$ cat src/line_sampler.sv
`timescale 1ns/1ps

module line_sampler (
    input  logic scl,
    input  logic rst_n,
    input  logic sck,
    input  logic sda,
    output logic sda_s,
    output logic start,
    output logic stop,
    output logic sck_rise,
    output logic sck_fall
);

    logic [1:0] sck_sync;
    logic [1:0] sda_sync;
    logic       sck_s;
    logic       sck_d;
    logic       sda_d;

    // Idle bus reads high on both lines
    always_ff @(posedge scl)
    begin
        if (!rst_n)
        begin
            sck_sync <= 2'b11;
            sda_sync <= 2'b11;
            sck_d    <= 1'b1;
            sda_d    <= 1'b1;
        end
        else
        begin
            sck_sync <= {sck_sync[0], sck};
            sda_sync <= {sda_sync[0], sda};
            sck_d    <= sck_sync[1];
            sda_d    <= sda_sync[1];
        end
    end

    assign sck_s = sck_sync[1];
    assign sda_s = sda_sync[1];

    assign sck_rise = sck_s & ~sck_d;
    assign sck_fall = ~sck_s & sck_d;

    // sda edge with sck high over both samples
    assign start = sck_s & sck_d & sda_d & ~sda_s;
    assign stop  = sck_s & sck_d & ~sda_d & sda_s;

endmodule

$ cat config.mk
export PLATFORM = sky130hd
export DESIGN_NAME = line_sampler
export DESIGN_NICKNAME = d
export VERILOG_FILES = /design/src/line_sampler.sv
export SDC_FILE = /design/constraint.sdc
export NUM_CORES = 1
export LEC_CHECK = 0
export ABC_AREA = 1
export BUFFER_PORTS_ARGS = -buffer_cell sky130_fd_sc_hd__buf_2
export CAP_MARGIN = 30
export CORE_AREA = 3 3 40 42
export CTS_CLUSTER_SIZE = 40
export DETAILED_ROUTE_END_ITERATION = 8
export DIE_AREA = 0 0 43 45
export REMOVE_ABC_BUFFERS = 1
export SKIP_CTS_REPAIR_TIMING = 1
export SLEW_MARGIN = 20
export SYNTH_ARGS = -nofsm -noshare
export SYNTH_HDL_FRONTEND = slang
export SYNTH_SLANG_ARGS = --single-unit
export TNS_END_PERCENT = 30
$ cat constraint.sdc
create_clock -name scl -period 0.8 [get_ports scl]
set_clock_uncertainty 0.2 [all_clocks]
set_input_delay 0.04 -clock scl [delete_from_list [all_inputs] [get_ports scl]]
set_output_delay 0.04 -clock scl [all_outputs]
set_load 0.005 [all_outputs]
==> Word level (Yosys, flattened, before mapping) <==
Cells that the tools add are included.
{ "op_classes": {"n_lt_le_gt_ge": 0, "multipliers": 0, "n_shift": 0, "n_reduce_logical": 0, "n_div": 0, "bitwise": 11, "eq_ne": 0, "n_addsub": 0, "muxes": 0} }
{ "ops": {"columns": ["cell", "count"], "rows": [
  ["bitwise AND 1 bit", 7],
  ["inverter 1 bit", 4]
]} }
{ "totals": {"register_bits": 6, "in_bits": 4, "mem_count": 0, "ram_bits": 0, "output_inout_bits": 5, "mem_bits_ro": 0, "latch_bits": 0, "wordCells": 15} }

==> Longest topological paths before layout <==
{ "depth": {"word_depth": 3, "ltp_mapped": 3, "depth_no_buf": 3} }

==> Worst setup path before layout <==
OpenSTA, ideal clock, no wires.
{ "synth_path": {"kind": "register -> output", "startpoint": "register sda_sync[1]", "endpoint": "output start", "path_stages_with_launch": 4, "required_time_ps": 560, "setup_slack_ps": 48, "path_buffers": 0, "arrival_time_ps": 512, "cell_sequence": "dfxtp_1 -> inv_1 -> nand2_1 -> nor2_1"} }
{ "synth_between": {"elab_chain_cells": 2} }
{ "synth_lines": {"columns": ["element", "line", "rtl"], "rows": [
  ["start: declaration", "16", "logic [1:0] sda_sync;"],
  ["start signal: assignment", "34", "sda_sync <= {sda_sync[0], sda};"],
  ["inverter 1 bit", "47", "assign start = sck_s & sck_d & sda_d & ~sda_s;"],
  ["bitwise AND 1 bit", "47", null],
  ["end: declaration", "9", "output logic start,"]
]} }
No other way between the ends.

==> Final worst setup path <==
Same ends and word-level chain as after synthesis.

==> results.json <==
{
  "worstRegToRegCells": 3,
  "critical_path.max_stage_delay_ns": 0.32,
  "dpl_cell_area_um2": 258,
  "insertedDiodeCount": 0,
  "post_route_cells_drive_above_1_share_pct": 56.4,
  "route.antenna.remaining_nets": 0,
  "crit-reg2reg-launch": "sda_sync[1]",
  "clock_latency_ns": 0.24,
  "ir_drop_mv": 1.06,
  "die_area_um2": 1940,
  "clock_tree_sinks": 6,
  "drt_wl_total_um": 319,
  "yosys_register_bits": 6,
  "finalWeightedCongestion": 0.670,
  "fillerInstances": 146,
  "outcome": "finished, violations left",
  "drv_cap": 0,
  "ys_warn_count": 0,
  "grt_start_max_net_pins": 7,
  "area.growth.synth_to_final_pct": 52.2,
  "fp.dieH_um": 45,
  "worst_pin_slew_ns": 0.104,
  "crit_chain": "inv_2 -> nand2_2 -> nor2_2 -> buf_2",
  "clock_tree.root_cell": "clkbuf_4",
  "report.final.slew_viol_count": 0,
  "crit_path_max_fanout": 3,
  "gr-usage-met1_pct": 4.37,
  "core_area_um2": 1280,
  "yosys.cell_types.count": 4,
  "grt_first_pass_wirelength_um": 538,
  "yosysTopAreaCellShare_pct": 60.4,
  "period_needed_ns": 1.08,
  "utilization_pct": 23.6,
  "share_clk_of_total_power_pct": 42.6,
  "ctsLongestPathBuffers": 2,
  "timing.final.hold_violations": 6,
  "most_utilized_layer_in_the_global_route_result": "met3",
  "power.sequential.fraction_pct": 50.6,
  "dr_total_vias": 174,
  "floorplan.initialDensity_pct": 15.5,
  "drt_iter0_markers": 3,
  "failing_checks": "hold timing, setup timing",
  "dpl_worst_slack_ns": -0.0509,
  "fp.dieW_um": 43,
  "number_of_cells_in_the_finished_layout_apart_from_fillers": 54,
  "critical_path_class": "reg2out",
  "syn-instance-count": 27,
  "grt_util_met2_pct": 4.49,
  "fmaxAchievable_ghz": 0.926,
  "fin_ws_ns": -0.280,
  "static-leakage-power_nw": 0.188,
  "drt-pass1-iter-count": 2,
  "routed_via_density": 3.22,
  "synth-seq-area-share_pct": 60.4,
  "netlist_top_cells_area": "dfxtp_1 (60%), nand2_1 (17%), inv_1 (15%)",
  "grt_overflow": 0,
  "routed_wire_length_per_instance_um": 5.91,
  "worst_slew_margin_rel_pct": 93.0,
  "finalSetupViolations": 6,
  "via_count_of_the_first_global_routing_pass": 142,
  "syn-cell-area_um2": 199,
  "reg2reg_slack_ns": -0.01,
  "layout.cell_area.non_filler_um2": 303,
  "tritoncts_clock_tree": "yes",
  "worst_hold_path_type": "in2reg",
  "grt_antenna_before_repair": 0,
  "crit_start": "sda_sync[1]",
  "critical_path_s_slowest_cell": "dfxtp_2",
  "power_density_nw_per_um2": 2090,
  "post-dp-hpwl_um": 227,
  "setup.worst_path.end_class": "output pin",
  "drc": 0,
  "buffer_ports.inserted": 8,
  "final.period_utilization_pct": 135,
  "combinationalPowerShare_pct": 6.8,
  "global_route.usage.total_pct": 4.51,
  "row_count": 13,
  "io_pins": 9,
  "critical_path_arrival_ns": 0.84,
  "post_synth.cell_area_avg_um2": 7.37,
  "dp.cells": 50,
  "start_kind": "flip-flop",
  "synth.largest_area_cell": "dfxtp_1",
  "power.net_switching_mw": 0.128,
  "ctsHtreeMaxLevel": 1,
  "grt_setup_unrepaired": "true",
  "power.share.switching_pct": 20.2,
  "internal_power_mw": 0.505,
  "clk_transition_reported_paths_ns": 0.04,
  "total_clock_buffers_created_by_cts": 3,
  "layout.nets": 45,
  "cp_data_required_time_ns": 0.56,
  "whs_ns": -0.230,
  "global_route.usage.met3_pct": 5.98,
  "rr_endpoint": "sda_d",
  "crit_end": "start"
}
==> flip-flops by register name (all words and copies together), names as in the netlist <==
signal    count
sda_sync      2
sda_d         1
sck_sync      2
sck_d         1
==> cell families (layout without fill, tap and decap cells) <==
group         after synthesis  count (layout)  synth area share, %
flops                       6               6                 60.4
simple gates               13              13                 24.5
buf+inv                     8              20                 15.1
==> worst min path at each step <==
stage                from           to  cells past startpoint
detailed placement    sda  sda_sync[0]                      3
finish                sck  sck_sync[0]                      3
floorplan           rst_n  sck_sync[0]                      1
global route          sda  sda_sync[0]                      3
CTS                   sda  sda_sync[0]                      3
global placement      sda  sda_sync[0]                      3
==> power by group through the flow <==
stage                     Combinational [mW]  Sequential (mW)  Clock, mW
final                                 0.0429            0.320      0.269
after CTS                             0.0370            0.318      0.289
after floorplan                       0.0170            0.322          0
after detailed placement              0.0369            0.323          0
after global placement                0.0366            0.323          0
after global routing                  0.0520            0.322      0.297
==> stage by stage <==
step | power (mW) | TNS (ns)
after CTS | 0.644 | -1.32
after global routing | 0.671 | -1.53
final | 0.633 | -1.16
after floorplan | 0.339 | 0
after global placement | 0.359 | -0.0996
after detailed placement | 0.360 | -0.103
==> critical path: cells and delay by family, from the launching register on <==
kind	cells	cell delay, ns
flip-flops	1	0.32
buffers and inverters	2	0.17
AND/OR/NAND/NOR	2	0.12
==> cell usage after synthesis <==
cell type / instances
dfxtp_1: 6
inv_1: 8
nor2_1: 4
nand2_1: 9
==> routing by layer <==
metal | wire length (µm) | part of all wire [%]
met1 | 151 | 47
met2 | 114 | 36
met3 | 54 | 17
met4 | 0 | 0
met5 | 0 | 0
==> layout by cell type, fill, tap and decap left out <==
| master | netlist | layout |
|---|---|---|
| nand2_1 | 9 | 7 |
| nor2_1 | 4 | 2 |
| dfxtp_2 | 0 | 4 |
| buf_2 | 0 | 8 |
| inv_2 | 0 | 2 |
| nor2_2 | 0 | 2 |
| inv_1 | 8 | 6 |
| clkbuf_4 | 0 | 3 |
| nand2_2 | 0 | 2 |
| buf_4 | 0 | 1 |
| dfxtp_1 | 6 | 2 |
==> cell type report <==
type	instances	area [µm²]	area share (%)
clock buffers	3	22.5	7.44
inverters	8	30.0	9.92
multi-input cells	13	58.8	19.4
flip-flops and latches	6	125	41.3
well taps	15	18.8	6.20
repair buffers	9	47.5	15.7
Note: power is estimated with default switching activity, not from simulation.
