==> src/eeprom_defs.svh <==
`ifndef EEPROM_DEFS_SVH
`define EEPROM_DEFS_SVH

// Fixed upper nibble of every control byte
`define EE_DEV_CODE 4'b1010

`define EE_DATA_W 8

// 3 block bits on top of the address byte
`define EE_ADDR_W 11

`define EE_DEPTH 2048

// One serial slave per bus
`define EE_PORTS 2

`endif

==> src/eeprom_pkg.sv <==
`include "eeprom_defs.svh"

package eeprom_pkg;

    typedef logic [`EE_DATA_W-1:0] data_t;

    // {block[2:0], address byte}
    typedef logic [`EE_ADDR_W-1:0] addr_t;

    typedef enum logic [2:0] {
        ST_IDLE,
        ST_CONTROL,
        ST_ADDRESS,
        ST_DATA,
        // Control byte after a repeated start
        ST_READ_CONTROL,
        ST_SEND,
        ST_ACK
    } slave_state_e;

endpackage

==> src/serial_slave.sv <==
`timescale 1ns/1ps
`include "eeprom_defs.svh"

module serial_slave (
    input  logic              scl,
    input  logic              rst_n,
    input  logic              sda_s,
    input  logic              start,
    input  logic              stop,
    input  logic              sck_rise,
    input  logic              sck_fall,
    output logic              sda_oe,
    output logic              req,
    output logic              we,
    output eeprom_pkg::addr_t addr,
    output eeprom_pkg::data_t wdata,
    input  logic              gnt,
    input  logic              rvalid,
    input  eeprom_pkg::data_t rdata
);

    eeprom_pkg::slave_state_e state;
    eeprom_pkg::slave_state_e ack_next;
    logic [3:0]               bit_cnt;
    logic                     addr_valid;
    logic [2:0]               blk;
    eeprom_pkg::data_t        addr_byte;
    eeprom_pkg::data_t        shift;
    eeprom_pkg::data_t        rbuf;
    eeprom_pkg::data_t        in_byte;
    logic                     dev_ok;
    logic                     last_bit;

    // Byte as it stands once the current sample is shifted in
    assign in_byte  = {shift[`EE_DATA_W-2:0], sda_s};
    assign dev_ok   = (in_byte[7:4] == `EE_DEV_CODE);
    assign last_bit = sck_rise && (bit_cnt == 4'd7);

    always_ff @(posedge scl)
    begin
        if (!rst_n)
        begin
            state      <= eeprom_pkg::ST_IDLE;
            ack_next   <= eeprom_pkg::ST_IDLE;
            bit_cnt    <= 4'd0;
            addr_valid <= 1'b0;
            sda_oe     <= 1'b0;
            req        <= 1'b0;
        end
        else
        begin
            // Request held until the arbiter answers
            if (gnt)
                req <= 1'b0;

            if (stop)
            begin
                state      <= eeprom_pkg::ST_IDLE;
                bit_cnt    <= 4'd0;
                addr_valid <= 1'b0;
                sda_oe     <= 1'b0;
            end
            else if (start)
            begin
                // Repeated start after an address byte begins a read
                state   <= addr_valid ? eeprom_pkg::ST_READ_CONTROL : eeprom_pkg::ST_CONTROL;
                bit_cnt <= 4'd0;
                sda_oe  <= 1'b0;
            end
            else
            begin
                case (state)
                    eeprom_pkg::ST_CONTROL,
                    eeprom_pkg::ST_ADDRESS,
                    eeprom_pkg::ST_DATA,
                    eeprom_pkg::ST_READ_CONTROL:
                    begin
                        if (sck_rise && bit_cnt < 4'd8)
                        begin
                            bit_cnt <= bit_cnt + 4'd1;
                            if (bit_cnt == 4'd7)
                            begin
                                case (state)
                                    eeprom_pkg::ST_CONTROL:
                                    begin
                                        addr_valid <= 1'b0;
                                        if (dev_ok && !in_byte[0])
                                            ack_next <= eeprom_pkg::ST_ADDRESS;
                                        else
                                            state <= eeprom_pkg::ST_IDLE;
                                    end
                                    eeprom_pkg::ST_ADDRESS:
                                    begin
                                        addr_valid <= 1'b1;
                                        ack_next   <= eeprom_pkg::ST_DATA;
                                    end
                                    eeprom_pkg::ST_DATA:
                                    begin
                                        addr_valid <= 1'b0;
                                        req        <= 1'b1;
                                        ack_next   <= eeprom_pkg::ST_IDLE;
                                    end
                                    default:
                                    begin
                                        addr_valid <= 1'b0;
                                        if (dev_ok && in_byte[0])
                                        begin
                                            req      <= 1'b1;
                                            ack_next <= eeprom_pkg::ST_SEND;
                                        end
                                        else
                                            state <= eeprom_pkg::ST_IDLE;
                                    end
                                endcase
                            end
                        end
                        else if (sck_fall && bit_cnt == 4'd8)
                        begin
                            // Pull low for the ninth clock
                            sda_oe  <= 1'b1;
                            state   <= eeprom_pkg::ST_ACK;
                            bit_cnt <= 4'd0;
                        end
                    end
                    eeprom_pkg::ST_ACK:
                    begin
                        if (sck_fall)
                        begin
                            state <= ack_next;
                            if (ack_next == eeprom_pkg::ST_SEND)
                            begin
                                sda_oe  <= ~rbuf[7];
                                bit_cnt <= 4'd1;
                            end
                            else
                                sda_oe <= 1'b0;
                        end
                    end
                    eeprom_pkg::ST_SEND:
                    begin
                        if (sck_fall)
                        begin
                            if (bit_cnt == 4'd8)
                            begin
                                // Master acknowledge is not checked
                                sda_oe  <= 1'b0;
                                state   <= eeprom_pkg::ST_IDLE;
                                bit_cnt <= 4'd0;
                            end
                            else
                            begin
                                sda_oe  <= ~rbuf[6];
                                bit_cnt <= bit_cnt + 4'd1;
                            end
                        end
                    end
                    default:
                    begin
                    end
                endcase
            end
        end
    end

    always_ff @(posedge scl)
    begin
        if (sck_rise)
            shift <= in_byte;

        if (last_bit)
        begin
            case (state)
                eeprom_pkg::ST_CONTROL:
                    blk <= in_byte[3:1];
                eeprom_pkg::ST_ADDRESS:
                    addr_byte <= in_byte;
                eeprom_pkg::ST_DATA:
                begin
                    addr  <= {blk, addr_byte};
                    wdata <= in_byte;
                    we    <= 1'b1;
                end
                eeprom_pkg::ST_READ_CONTROL:
                begin
                    addr <= {in_byte[3:1], addr_byte};
                    we   <= 1'b0;
                end
                default:
                begin
                end
            endcase
        end

        // MSB leaves first
        if (rvalid)
            rbuf <= rdata;
        else if (state == eeprom_pkg::ST_SEND && sck_fall)
            rbuf <= {rbuf[6:0], 1'b0};
    end

endmodule

==> config.mk <==
export PLATFORM = sky130hd
export DESIGN_NAME = serial_slave
export DESIGN_NICKNAME = d
export VERILOG_FILES = /design/src/eeprom_pkg.sv /design/src/serial_slave.sv
export VERILOG_INCLUDE_DIRS = /design/src
export SDC_FILE = /design/constraint.sdc
export NUM_CORES = 1
export LEC_CHECK = 0
export ABC_AREA = 1
export BUFFER_PORTS_ARGS = -buffer_cell sky130_fd_sc_hd__buf_2
export CELL_PAD_IN_SITES_DETAIL_PLACEMENT = 0
export CELL_PAD_IN_SITES_GLOBAL_PLACEMENT = 2
export CORE_MARGIN = 4
export CORE_UTILIZATION = 37
export DETAILED_ROUTE_END_ITERATION = 8
export PLACE_DENSITY = 0.86
export SLEW_MARGIN = 20
export SYNTH_ARGS = -nofsm -noshare
export SYNTH_HDL_FRONTEND = slang
export SYNTH_SLANG_ARGS = --single-unit
==> constraint.sdc <==
create_clock -name scl -period 2.2 [get_ports scl]
set_clock_uncertainty 0.05 [all_clocks]
set_input_delay 0.33 -clock scl [delete_from_list [all_inputs] [get_ports scl]]
set_output_delay 0.33 -clock scl [all_outputs]
set_load 0.01 [all_outputs]
Yosys cells after proc, flatten, opt, wreduce, memory -nomap -nowiden
Cells that the tools add are included.
- flip-flop bits (word level): 59
- latch bits: 0
- bits in writable memories: 0
- bits in read-only memories: 0
- bits of input ports: 17
- output and inout port bits: 22
- logic and storage cells: 113
- memories kept: 0
- add/sub/neg operators: 1
- multiply operators: 0
- divide/modulo/power cells: 0
- $lt $le $gt $ge: 1
- eq/ne operators: 25
- shifts and indexed selects: 0
- multiplexer cells: 42
- bitwise logic cells: 5
- reduce and logical (&&, ||, !) cells: 26
- operator list (cell ; count):
    3-bit two-way mux ; 12
    4-bit two-way mux ; 6
    11-bit one-hot mux with 2 select lines ; 1
    3-bit one-hot mux with 3 select lines ; 2
    8-bit two-way mux ; 2
    1-bit two-way mux ; 14
    3-bit equality test, second input constant ; 4
    2-bit != test, second input constant ; 6
    3-bit != test, second input constant ; 4
    4-bit != test, second input constant ; 3
    4-bit one-hot mux with 3 select lines ; 1
    5-bit != test, second input constant ; 2
    5-bit AND reduction ; 2
    9-bit AND reduction ; 1
    4-bit equality test, second input constant ; 2
    2-bit AND reduction ; 4
    4-bit nonzero test ; 2
    7-bit AND reduction ; 1
    3-bit by 2-bit equality test with 1-bit output, second input constant ; 2
    1-bit logical AND ; 6
    3-bit one-hot mux with 2 select lines ; 1
    2-bit OR reduction ; 3
    1-bit inverter ; 5
    4-bit by 1-bit adder with 4-bit output, second input constant ; 1
    other kinds (11) ; 13

Logic depth before layout (Yosys ltp)
Gate-level depths: netlist of the first run.
- word-level depth: 9
- mapped depth: 12
- depth with buffers taken out: 12

Worst setup path after synthesis of the first run
No wires, ideal clock.
- kind: reg-to-reg
- start point: register bit_cnt[0]
- end point: register addr[0] (enable)
- library setup time: 0.380 ns
- data arrival time: 1.385 ns
- data required time: 1.770 ns
- path slack: 0.385 ns
- cell stages (with the launch flop): 6
- path buffers: 0
- period minus slack after synthesis: 1.815 ns
- cells stage by stage: dfxtp_1 -> ha_1 -> nand2_1 -> nor2_2 -> nand2_1 -> nor2_1
- cells in the longest elaborated chain, start to end: 3
- ends and longest elaborated chain (item ; RTL line ; source):
    start, declared ; serial_slave.sv:24 ; logic [3:0] bit_cnt;
    start signal, assigned ; serial_slave.sv:80 ; bit_cnt <= bit_cnt + 4'd1;
    start signal, assigned ; serial_slave.sv:153 ; bit_cnt <= bit_cnt + 4'd1;
    4-bit by 3-bit equality test with 1-bit output ; serial_slave.sv:37 ; assign last_bit = sck_rise && (bit_cnt == 4'd7);
    1-bit logical AND ; serial_slave.sv:37 ;
    2-bit AND reduction (no line) ; -- ;
    end signal, assigned ; serial_slave.sv:179 ; addr <= {blk, addr_byte};
    end signal, assigned ; serial_slave.sv:185 ; addr <= {in_byte[3:1], addr_byte};
    end, declared ; serial_slave.sv:15 ; output eeprom_pkg::addr_t addr,
No other way between the ends.
A chain may end at the register's enable or synchronous reset.

Worst setup path in the final report of the first run
- start point: register bit_cnt[0]
- end point: register ack_next[0]
- cells in the longest elaborated chain, start to end: 3
- elaborated cells between the ends (all ways): 4
- those cells by class: order compare (1); eq/ne (1); reduce/logical (2)
- ends and longest elaborated chain (item ; RTL line ; source):
    4-bit < comparator ; serial_slave.sv:78 ; if (sck_rise && bit_cnt < 4'd8)
    1-bit logical AND ; serial_slave.sv:78 ;
    7-bit AND reduction (no line) (*) ; -- ;
    end signal, assigned ; serial_slave.sv:88 ; ack_next <= eeprom_pkg::ST_ADDRESS;
    end signal, assigned ; serial_slave.sv:95 ; ack_next <= eeprom_pkg::ST_DATA;
    end signal, assigned ; serial_slave.sv:101 ; ack_next <= eeprom_pkg::ST_IDLE;
    end, declared ; serial_slave.sv:23 ; eeprom_pkg::slave_state_e ack_next;
Mark *: on every way between the ends. The rest lies on a longest branch, timed or not.

==> impl_metrics.py, run 1 <==
metrics = {
    "flow_run": {
        "maxCapViolations": 0,
    },
    "hold_path": {
        "hold_path.class": "in -> reg",
        "hold_depth": 1,
    },
    "routing": {
        "antenna_left": 0,
        "routed_wl_um": 4856,
        "drtPass1Iterations": 4,
        "route.vias.total": 1770,
        "dr.first_iter.drc_count": 71,
        "wl_per_cell_um": 12.58,
        "vias_per_cell": 4.585,
        "drc": 0,
    },
    "yosys": {
        "yosys_warnings": 0,
        "syn_nets": 252,
        "ys_ff_latch": 59,
        "yosysSeqAreaShare": 0.6317,
        "synth_area_per_cell_um2": 11.15,
        "synth.distinct_cells": 33,
        "synth_cells": 233,
        "netlist_area_um2": 2599,
    },
    "global_routing": {
        "met2_usage": 0.2015,
        "top_usage_layer": "met2",
        "grt_max_degree": 13,
        "grtUsageTotal": 0.1245,
        "grt_pass1_wl_um": 8066,
        "grt_util_met1": 0.1492,
        "grt_pass1_vias": 1694,
        "grt_antenna_before_repair": 0,
        "grt-ovfl-total": 0,
        "grtUsageMet3": 0.04184,
    },
    "cells_and_area": {
        "syn2layout_area_growth_pct": 20.41,
        "layout.cells.non_filler": 386,
        "nNetsFinal": 304,
        "layout_commonest_cell": "edfxtp_1",
        "antenna_cells": 0,
        "fill_cells": 642,
        "drive_above_1_share": 0.3345,
        "final_cell_mix": "46 x edfxtp_1, 42 x nand2_1, 38 x buf_2, 22 x inv_1, 22 x nor2_1",
    },
    "power": {
        "p_per_area_nw_per_um2": 750.5,
        "worst_ir_drop_vdd_v": 0.0003125,
        "power.leakage_nw": 1.224,
        "power_mw": 2.348,
    },
    "placed_design": {
        "pre_cts_ws_ns": 0.3481,
        "post-dp-hpwl_um": 3728,
        "gp_congestion": 0.8008,
        "numPortBuffers": 38,
        "dp_cells": 370,
    },
    "timing": {
        "timing.setup.tns_ns": 0,
        "finalHoldWorstSlack_ns": 0.1884,
        "fin_crit_sh": 0.8470,
        "slew_violations": 0,
        "max_freq_ghz": 0.5366,
        "worst_slew_pin_slew_ns": 0.4693,
        "period_minus_slack_ns": 1.863,
        "slew_headroom": 0.6860,
        "setup_violations": 0,
        "hold_violations": 0,
        "rsz0062_at_grt": "false",
        "setup_ws_ns": 0.3366,
    },
    "setup_path": {
        "critPathCaptureType": "flip-flop",
        "path_class": "reg -> reg",
        "r2r_cells": 9,
        "critPathLaunchType": "flip-flop",
        "required_ns": 2.41,
        "arrival_ns": 2.08,
        "worstPathMaxFanout": 5,
    },
    "floorplanning": {
        "initial_core_util": 0.3825,
        "fp.dieH_um": 91.81,
        "die-area_um2": 8428,
        "io_pins": 39,
        "fp-row-count": 30,
        "fp.dieW_um": 91.81,
        "coreArea_um2": 6794,
    },
    "clock_tree": {
        "cts_tree": "done",
        "clk_path_buf_depth": 2,
        "root_buffer": "clkbuf_8",
        "ctsResizeCount": 0,
        "hold_buffers": 0,
        "clkSinkCount": 59,
        "clk_latency_ns": 0.33,
        "h-tree-depth": 3,
        "numCtsBuffers": 9,
        "post_cts_buffers": 0,
        "clkTransAtPathRegs_ns": 0.07,
    },
    "status": {
        "status": "finished clean",
    },
}
==> per-stage QoR <==
step	instance area [um^2]	util
2_1_floorplan	2599	-
3_3_place_gp	2935	0.4320
3_5_place_dp	2935	0.4320
4_1_cts	3129	0.4606
5_1_grt	3129	0.4606
6_report	3129	0.4606
==> cells by family after synthesis <==
kind of cell,count (synthesis),share of synthesized area
compound gates,30,0.06693
fa+ha+maj,2,0.009628
mux,6,0.02600
flops,59,0.6317
buf+inv,33,0.04911
simple gates,103,0.2167
==> layout make-up <==
cell class              instances  area, um^2  area share
clock buffers                  11       131.4     0.04198
clock inverters                 5       62.56     0.01999
multi-input cells             141       829.5      0.2651
well taps                      96       120.1     0.03838
repair buffers                 42       220.2     0.07037
flip-flops and latches         59        1642      0.5246
inverters                      32       123.9     0.03958
==> where the power goes <==
part	internal, mW	switching [mW]
clock	0.529	0.422
combinational	0.0578	0.0954
sequential	1.23	0.0192
total	1.81	0.536
==> state kept, by name, indices dropped and copies added (netlist names) <==
name,cells
ack_next,3
addr,11
addr_byte,8
addr_valid,1
bit_cnt,4
blk,3
rbuf,8
req,1
sda_oe,1
shift,7
state,3
wdata,8
we,1
==> metal layers <==
metal  wire length, um  part of all wire
met5                 0                 0
met4                97             0.020
met3               224             0.046
met2              2407              0.50
met1              2127              0.44
==> cell usage after synthesis, drive strengths merged <==
cell type	instances	area, um^2
o21a	1	7.510
nand3	16	117.6
ha	2	25.02
inv	30	115.1
clkinv	2	8.750
mux2	6	67.56
o21ai	14	70.07
a21oi	12	75.08
nand4	5	37.53
dfxtp	13	260.3
clkbuf	1	3.750
a211oi	1	7.510
nand2	52	245.2
nor2	27	137.6
o22ai	1	6.260
nor3	3	25.02
edfxtp	46	1381
o21bai	1	7.510
==> worst max-delay path, stage by stage (launching register included) <==
cell and delay [ns]:
dfxtp_1 0.39, ha_1 0.19, nand2_1 0.10, nor2_2 0.17, nand2_1 0.18, nor3_2 0.21
nand4_2 0.17, inv_2 0.11, o21ai_0 0.11, a21oi_1 0.13
==> worst paths after layout <==
check | startpoint | endpoint | slack, ns
max | bit_cnt[0] | ack_next[0] | 0.34
min | sda_s | wdata[0] | 0.19
max reg2reg | bit_cnt[0] | ack_next[0] | 0.34
min reg2reg | addr_byte[6] | addr[6] | 0.37
Note: power is estimated with default switching activity, not from simulation.
==> run 2: changes to the inputs <==
--- a/config.mk
+++ b/config.mk
@@ -11,9 +11,9 @@
 export CELL_PAD_IN_SITES_DETAIL_PLACEMENT = 0
 export CELL_PAD_IN_SITES_GLOBAL_PLACEMENT = 2
 export CORE_MARGIN = 4
-export CORE_UTILIZATION = 37
+export CORE_UTILIZATION = 33
 export DETAILED_ROUTE_END_ITERATION = 8
-export PLACE_DENSITY = 0.86
+export PLACE_DENSITY = 0.82
 export SLEW_MARGIN = 20
 export SYNTH_ARGS = -nofsm -noshare
 export SYNTH_HDL_FRONTEND = slang
==> constraint.sdc (replaced) <==
create_clock -name scl -period 1.7 [get_ports scl]
set_clock_uncertainty 0.05 [all_clocks]
set_input_delay 0.255 -clock scl [delete_from_list [all_inputs] [get_ports scl]]
set_output_delay 0.255 -clock scl [all_outputs]
set_load 0.01 [all_outputs]
==> run 2 against run 1 <==
Register-to-register slack got worse by 0.24 ns. Global-route usage decreased by 1.3 points. Combinational power increased by 40%. First-iteration DRC count decreased by 21%. Sequential cell count unchanged. Via count about the same. Die area increased by 11%. Power increased by 30%. Critical path type unchanged. Largest cell class unchanged. Highest routed layer unchanged.
==> impl_metrics.py, run 2 (same netlist as run 1, synthesis figures left out) <==
metrics = {
    "setup_path": {
        "critPathCaptureType": "flip-flop",
        "worstPathMaxFanout": 12,
        "crit_path_top_delay_cell": "dfxtp_4",
        "arrival_ns": 1.59,
        "required_ns": 1.69,
        "critPathLaunchType": "flip-flop",
        "path_class": "reg -> reg",
        "cp_slowest_stage_delay_ns": 0.37,
        "path_cells": "ha_4 > nand2_2 > nor2_4 > nand2_4 > buf_4 > nor2_2 > buf_12",
    },
    "power": {
        "power_mw": 3.049,
        "power.leakage_nw": 1.276,
        "p_per_area_nw_per_um2": 924.5,
        "worst_ir_drop_vdd_v": 0.0003139,
    },
    "placed_design": {
        "numPortBuffers": 38,
        "dp_cells": 383,
        "placed_cell_area_um2": 3010,
        "gp_congestion": 0.7637,
        "post-dp-hpwl_um": 3775,
    },
    "timing": {
        "setup_violations": 0,
        "slew_headroom": 0.8156,
        "rsz0062_at_grt": "true",
        "fin_crit_sh": 0.9437,
        "hold_violations": 0,
        "worst_slew_pin_slew_ns": 0.2755,
        "slew_violations": 0,
        "period_minus_slack_ns": 1.604,
        "max_freq_ghz": 0.6233,
    },
    "routing": {
        "drc": 0,
        "wl_per_cell_um": 12.32,
        "antenna_left": 0,
        "routed_wl_um": 4952,
        "drtPass1Iterations": 4,
        "route.vias.total": 1771,
        "vias_per_cell": 4.405,
        "dr.first_iter.drc_count": 56,
    },
    "floorplanning": {
        "io_pins": 39,
        "initial_core_util": 0.3381,
        "fp.dieW_um": 96.74,
        "fp.dieH_um": 96.74,
        "die-area_um2": 9359,
        "fp-row-count": 32,
        "coreArea_um2": 7687,
    },
    "global_routing": {
        "grt_antenna_before_repair": 0,
        "grt_pass1_vias": 1744,
        "grt-ovfl-total": 0,
        "grt_pass1_wl_um": 8328,
        "grtUsageTotal": 0.1117,
        "grt_max_degree": 13,
    },
    "clock_tree": {
        "h-tree-depth": 3,
        "clk_latency_ns": 0.33,
        "root_buffer": "clkbuf_8",
        "clkSinkCount": 59,
        "numCtsBuffers": 9,
        "hold_buffers": 0,
        "clk_path_buf_depth": 2,
        "clkTransAtPathRegs_ns": 0.07,
        "cts_tree": "done",
    },
    "cells_and_area": {
        "antenna_cells": 0,
        "regMostFlops": "addr",
        "final_cell_area_um2": 3298,
        "nNetsFinal": 314,
        "fill_cells": 793,
        "layout.cells.non_filler": 402,
        "syn2layout_area_growth_pct": 26.91,
        "drive_above_1_share": 0.4067,
        "layout_commonest_cell": "edfxtp_1",
        "largest_register_ff_count": 11,
        "final_cell_mix": "46 x edfxtp_1, 40 x nand2_1, 38 x buf_2, 22 x inv_1, 19 x nor2_1",
    },
    "flow_run": {
        "maxCapViolations": 0,
    },
    "status": {
        "status": "finished clean",
    },
    "hold_path": {
        "hold_path.class": "in -> reg",
    },
}
==> run 2: cell types whose count changed in the layout (fill, tap and decap cells not counted), moves of 3 or more <==
cell / previous run / this run
dfxtp_1: 13 / 8
buf_4: 4 / 13
dfxtp_2: 0 / 3
nor2_1: 22 / 19
==> run 2: worst max-delay path, delay by kind of cell, from the launching register on <==
family	cells	cell delay, ns
simple gates	4	0.45
flops	1	0.37
buf+inv	2	0.30
fa+ha+maj	1	0.14
==> run 2: where the power goes <==
group	internal, mW	switching [mW]
registers	1.58	0.0253
logic	0.0821	0.132
clock network	0.676	0.550
==> run 2: layout make-up <==
type	count	area (um^2)	share of cell area
clock inverters	6	65.06	0.01973
well taps	102	127.6	0.03869
repair buffers	52	307.8	0.09332
multi-input cells	141	893.4	0.2709
inverters	32	123.9	0.03756
flip-flops and latches	59	1653	0.5011
clock buffers	10	127.6	0.03869
==> run 2: path summary, 6_finish.rpt <==
kind	end	start	slack, ns	cells past startpoint
worst max-delay path	addr[1]	bit_cnt[0]	0.1	7
worst min-delay path	req	gnt	0.12	4
worst max register to register	addr[1]	bit_cnt[0]	0.1	7
worst min register to register	addr[0]	addr_byte[0]	0.37	0
==> run 2: layer usage <==
metal,GRT usage,share of wire
met1,0.1369,0.45
met2,0.1746,0.49
met3,0.04758,0.049
met4,0.04212,0.010
met5,0,0
==> run 2: per-stage QoR <==
| stage | setup slack [ns] | utilization | TNS (ns) | hold WS, ns |
|---|---|---|---|---|
| 4_1_cts | 0.03278 | 0.4170 | 0 | 0.1036 |
| 3_3_place_gp | 0.07704 | 0.3916 | 0 | 0.3531 |
| 2_1_floorplan | 0.05939 | - | 0 | 0.3039 |
| 6_report | 0.09572 | 0.4290 | 0 | 0.1223 |
| 5_1_grt | -0.03699 | 0.4290 | -0.09820 | 0.1075 |
| 3_5_place_dp | 0.02535 | 0.3916 | 0 | 0.3545 |
==> run 2: timing repair <==
item                                    4_1_cts  5_1_grt
setup buffers                                 0        3
hold endpoints to repair                      0        0
endpoints found under the setup margin        1       17
pin swaps                                     0        6
resized for setup                             1       21
==> run 3: changes to the inputs <==
--- a/config.mk
+++ b/config.mk
@@ -14,6 +14,7 @@
 export CORE_UTILIZATION = 33
 export DETAILED_ROUTE_END_ITERATION = 8
 export PLACE_DENSITY = 0.82
+export SKIP_LAST_GASP = 1
 export SLEW_MARGIN = 20
 export SYNTH_ARGS = -nofsm -noshare
 export SYNTH_HDL_FRONTEND = slang
==> constraint.sdc (replaced) <==
create_clock -name scl -period 1.38 [get_ports scl]
set_clock_uncertainty 0.05 [all_clocks]
set_input_delay 0.207 -clock scl [delete_from_list [all_inputs] [get_ports scl]]
set_output_delay 0.207 -clock scl [all_outputs]
set_load 0.01 [all_outputs]
==> run 3 against run 2 <==
Worst hold slack worse by 0.053 ns. Power is 35% higher. Clock power is 45% higher. Global-route usage is 0.94 points higher. Die area stayed put. Routed wire length is 9.1% higher. The run now ends with setup timing left. Critical path depth stayed put. Largest power group unchanged.
==> impl_metrics.py, run 3 (same netlist as run 1, synthesis figures left out) <==
metrics = {
    "setup_path": {
        "arrival_ns": 1.51,
        "path_class": "reg -> reg",
        "critPathCaptureType": "flip-flop",
        "rrSetupSlack_ns": -0.12,
        "critPathLaunchType": "flip-flop",
        "r2r_cells": 7,
        "required_ns": 1.39,
        "reg2reg_to": "wdata[0]",
        "worstPathMaxFanout": 8,
        "rr_startpoint": "bit_cnt[0]",
    },
    "timing": {
        "hold_violations": 0,
        "rsz0062_at_grt": "true",
        "setup_ws_ns": -0.1229,
        "timing.setup.tns_ns": -5.021,
        "slew_headroom": 0.8086,
        "fin_crit_sh": 1.089,
        "worst_slew_pin_slew_ns": 0.2849,
        "period_minus_slack_ns": 1.503,
        "setup_violations": 49,
        "slew_violations": 0,
        "max_freq_ghz": 0.6654,
    },
    "hold_path": {
        "hold_depth": 1,
        "holdCritStartpoint": "sda_s",
        "hold_path_end": "addr_byte[0]",
        "hold_path.class": "in -> reg",
    },
    "cells_and_area": {
        "syn2layout_area_growth_pct": 46.65,
        "nNetsFinal": 344,
        "antenna_cells": 0,
        "fill_cells": 727,
        "regArea_um2": 1662,
        "largest_register_ff_count": 11,
        "multi_input_area_um2": 1089,
        "regMostFlops": "addr",
        "layout_commonest_cell": "edfxtp_1",
        "final_cell_mix": "46 x edfxtp_1, 38 x buf_2, 38 x buf_4, 34 x nand2_1, 20 x inv_1",
        "final_cell_area_um2": 3811,
        "drive_above_1_share": 0.5545,
    },
    "floorplanning": {
        "io_pins": 39,
        "fp.dieW_um": 96.74,
        "initial_core_util": 0.3381,
        "fp.dieH_um": 96.74,
        "fp-row-count": 32,
        "coreArea_um2": 7687,
        "die-area_um2": 9359,
    },
    "clock_tree": {
        "hold_buffers": 0,
        "cts_tree": "done",
        "clkSinkCount": 59,
        "clk_path_buf_depth": 2,
        "h-tree-depth": 3,
        "clkTransAtPathRegs_ns": 0.07,
        "clk_latency_ns": 0.34,
        "root_buffer": "clkbuf_8",
        "numCtsBuffers": 9,
    },
    "global_routing": {
        "grt_pass1_vias": 1892,
        "grtUsageTotal": 0.1211,
        "grt_pass1_wl_um": 9032,
        "grt_antenna_before_repair": 0,
        "grt-ovfl-total": 0,
        "grt_max_degree": 13,
    },
    "routing": {
        "routed_wl_um": 5403,
        "route.vias.total": 1922,
        "drtPass1Iterations": 4,
        "wl_per_cell_um": 12.51,
        "dr.first_iter.drc_count": 63,
        "antenna_left": 0,
        "vias_per_cell": 4.449,
        "drc": 0,
    },
    "power": {
        "worst_ir_drop_vdd_v": 0.0004897,
        "p_per_area_nw_per_um2": 1078,
        "power.leakage_nw": 1.511,
    },
    "flow_run": {
        "maxCapViolations": 0,
    },
    "placed_design": {
        "gp_congestion": 0.7770,
        "placed_cell_area_um2": 3301,
        "post-dp-hpwl_um": 3936,
        "numPortBuffers": 38,
    },
    "status": {
        "violations": "setup timing",
        "status": "finished, violations left",
    },
}
run 3: worst max path at each step:
stage	to	cells past startpoint	start
2_1_floorplan	ack_next[0]	9	bit_cnt[1]
3_3_place_gp	ack_next[0]	9	bit_cnt[0]
3_5_place_dp	ack_next[0]	9	bit_cnt[1]
4_1_cts	state[2]	12	bit_cnt[1]
5_1_grt	state[0]	12	bit_cnt[0]
6_report	wdata[0]	7	bit_cnt[0]
run 3: area by class of cell:
cell class,count,area share
clock buffers,9,0.03250
clock inverters,7,0.02594
inverters,32,0.03710
multi-input cells,141,0.2856
flip-flops and latches,59,0.4360
well taps,102,0.03349
repair buffers,82,0.1494
run 3: worst max-delay path: stages (launching register included):
cell	delay, ns
dfxtp_4	0.38
ha_4	0.15
nand2_4	0.06
nor2_4	0.11
nand2_4	0.09
buf_6	0.13
nor2_4	0.12
buf_12	0.13
run 3: power breakdown:
| part | switching, mW | internal (mW) | leakage, nW |
|---|---|---|---|
| clock network | 0.751 | 1.03 | 0.110 |
| registers | 0.0371 | 1.95 | 0.534 |
| logic | 0.201 | 0.147 | 0.866 |
| total | 0.989 | 3.12 | 1.51 |
run 3: repair_timing:
item / 4_1_cts / 5_1_grt
setup endpoints to repair: 52 / 52
setup buffers: 4 / 3
gates cloned: 0 / 0
gates resized for setup: 22 / 42
pin swaps: 12 / 19
run 3: through the flow:
stage          utilization  worst slack [ns]  hold WS (ns)  cells  power (mW)
2_1_floorplan            -           -0.1112        0.2559    233       2.198
3_3_place_gp        0.4294           -0.1933        0.3541    409       2.314
3_5_place_dp        0.4294           -0.2275        0.3545    409       2.317
4_1_cts             0.4717           -0.1542       0.05850    429       4.103
5_1_grt             0.4958           -0.2353       0.06148    432       4.269
6_report            0.4958           -0.1229       0.06894    432       4.110
run 3: metal layers:
metal | wire length (um) | part of all wire | vias to the layer above | GRT usage
li1 | - | - | 973 | -
met1 | 2349 | 0.43 | 902 | 0.1522
met2 | 2732 | 0.51 | 40 | 0.1964
met3 | 253 | 0.047 | 7 | 0.03893
met4 | 68 | 0.013 | 0 | 0.04212
met5 | 0 | 0 | - | 0
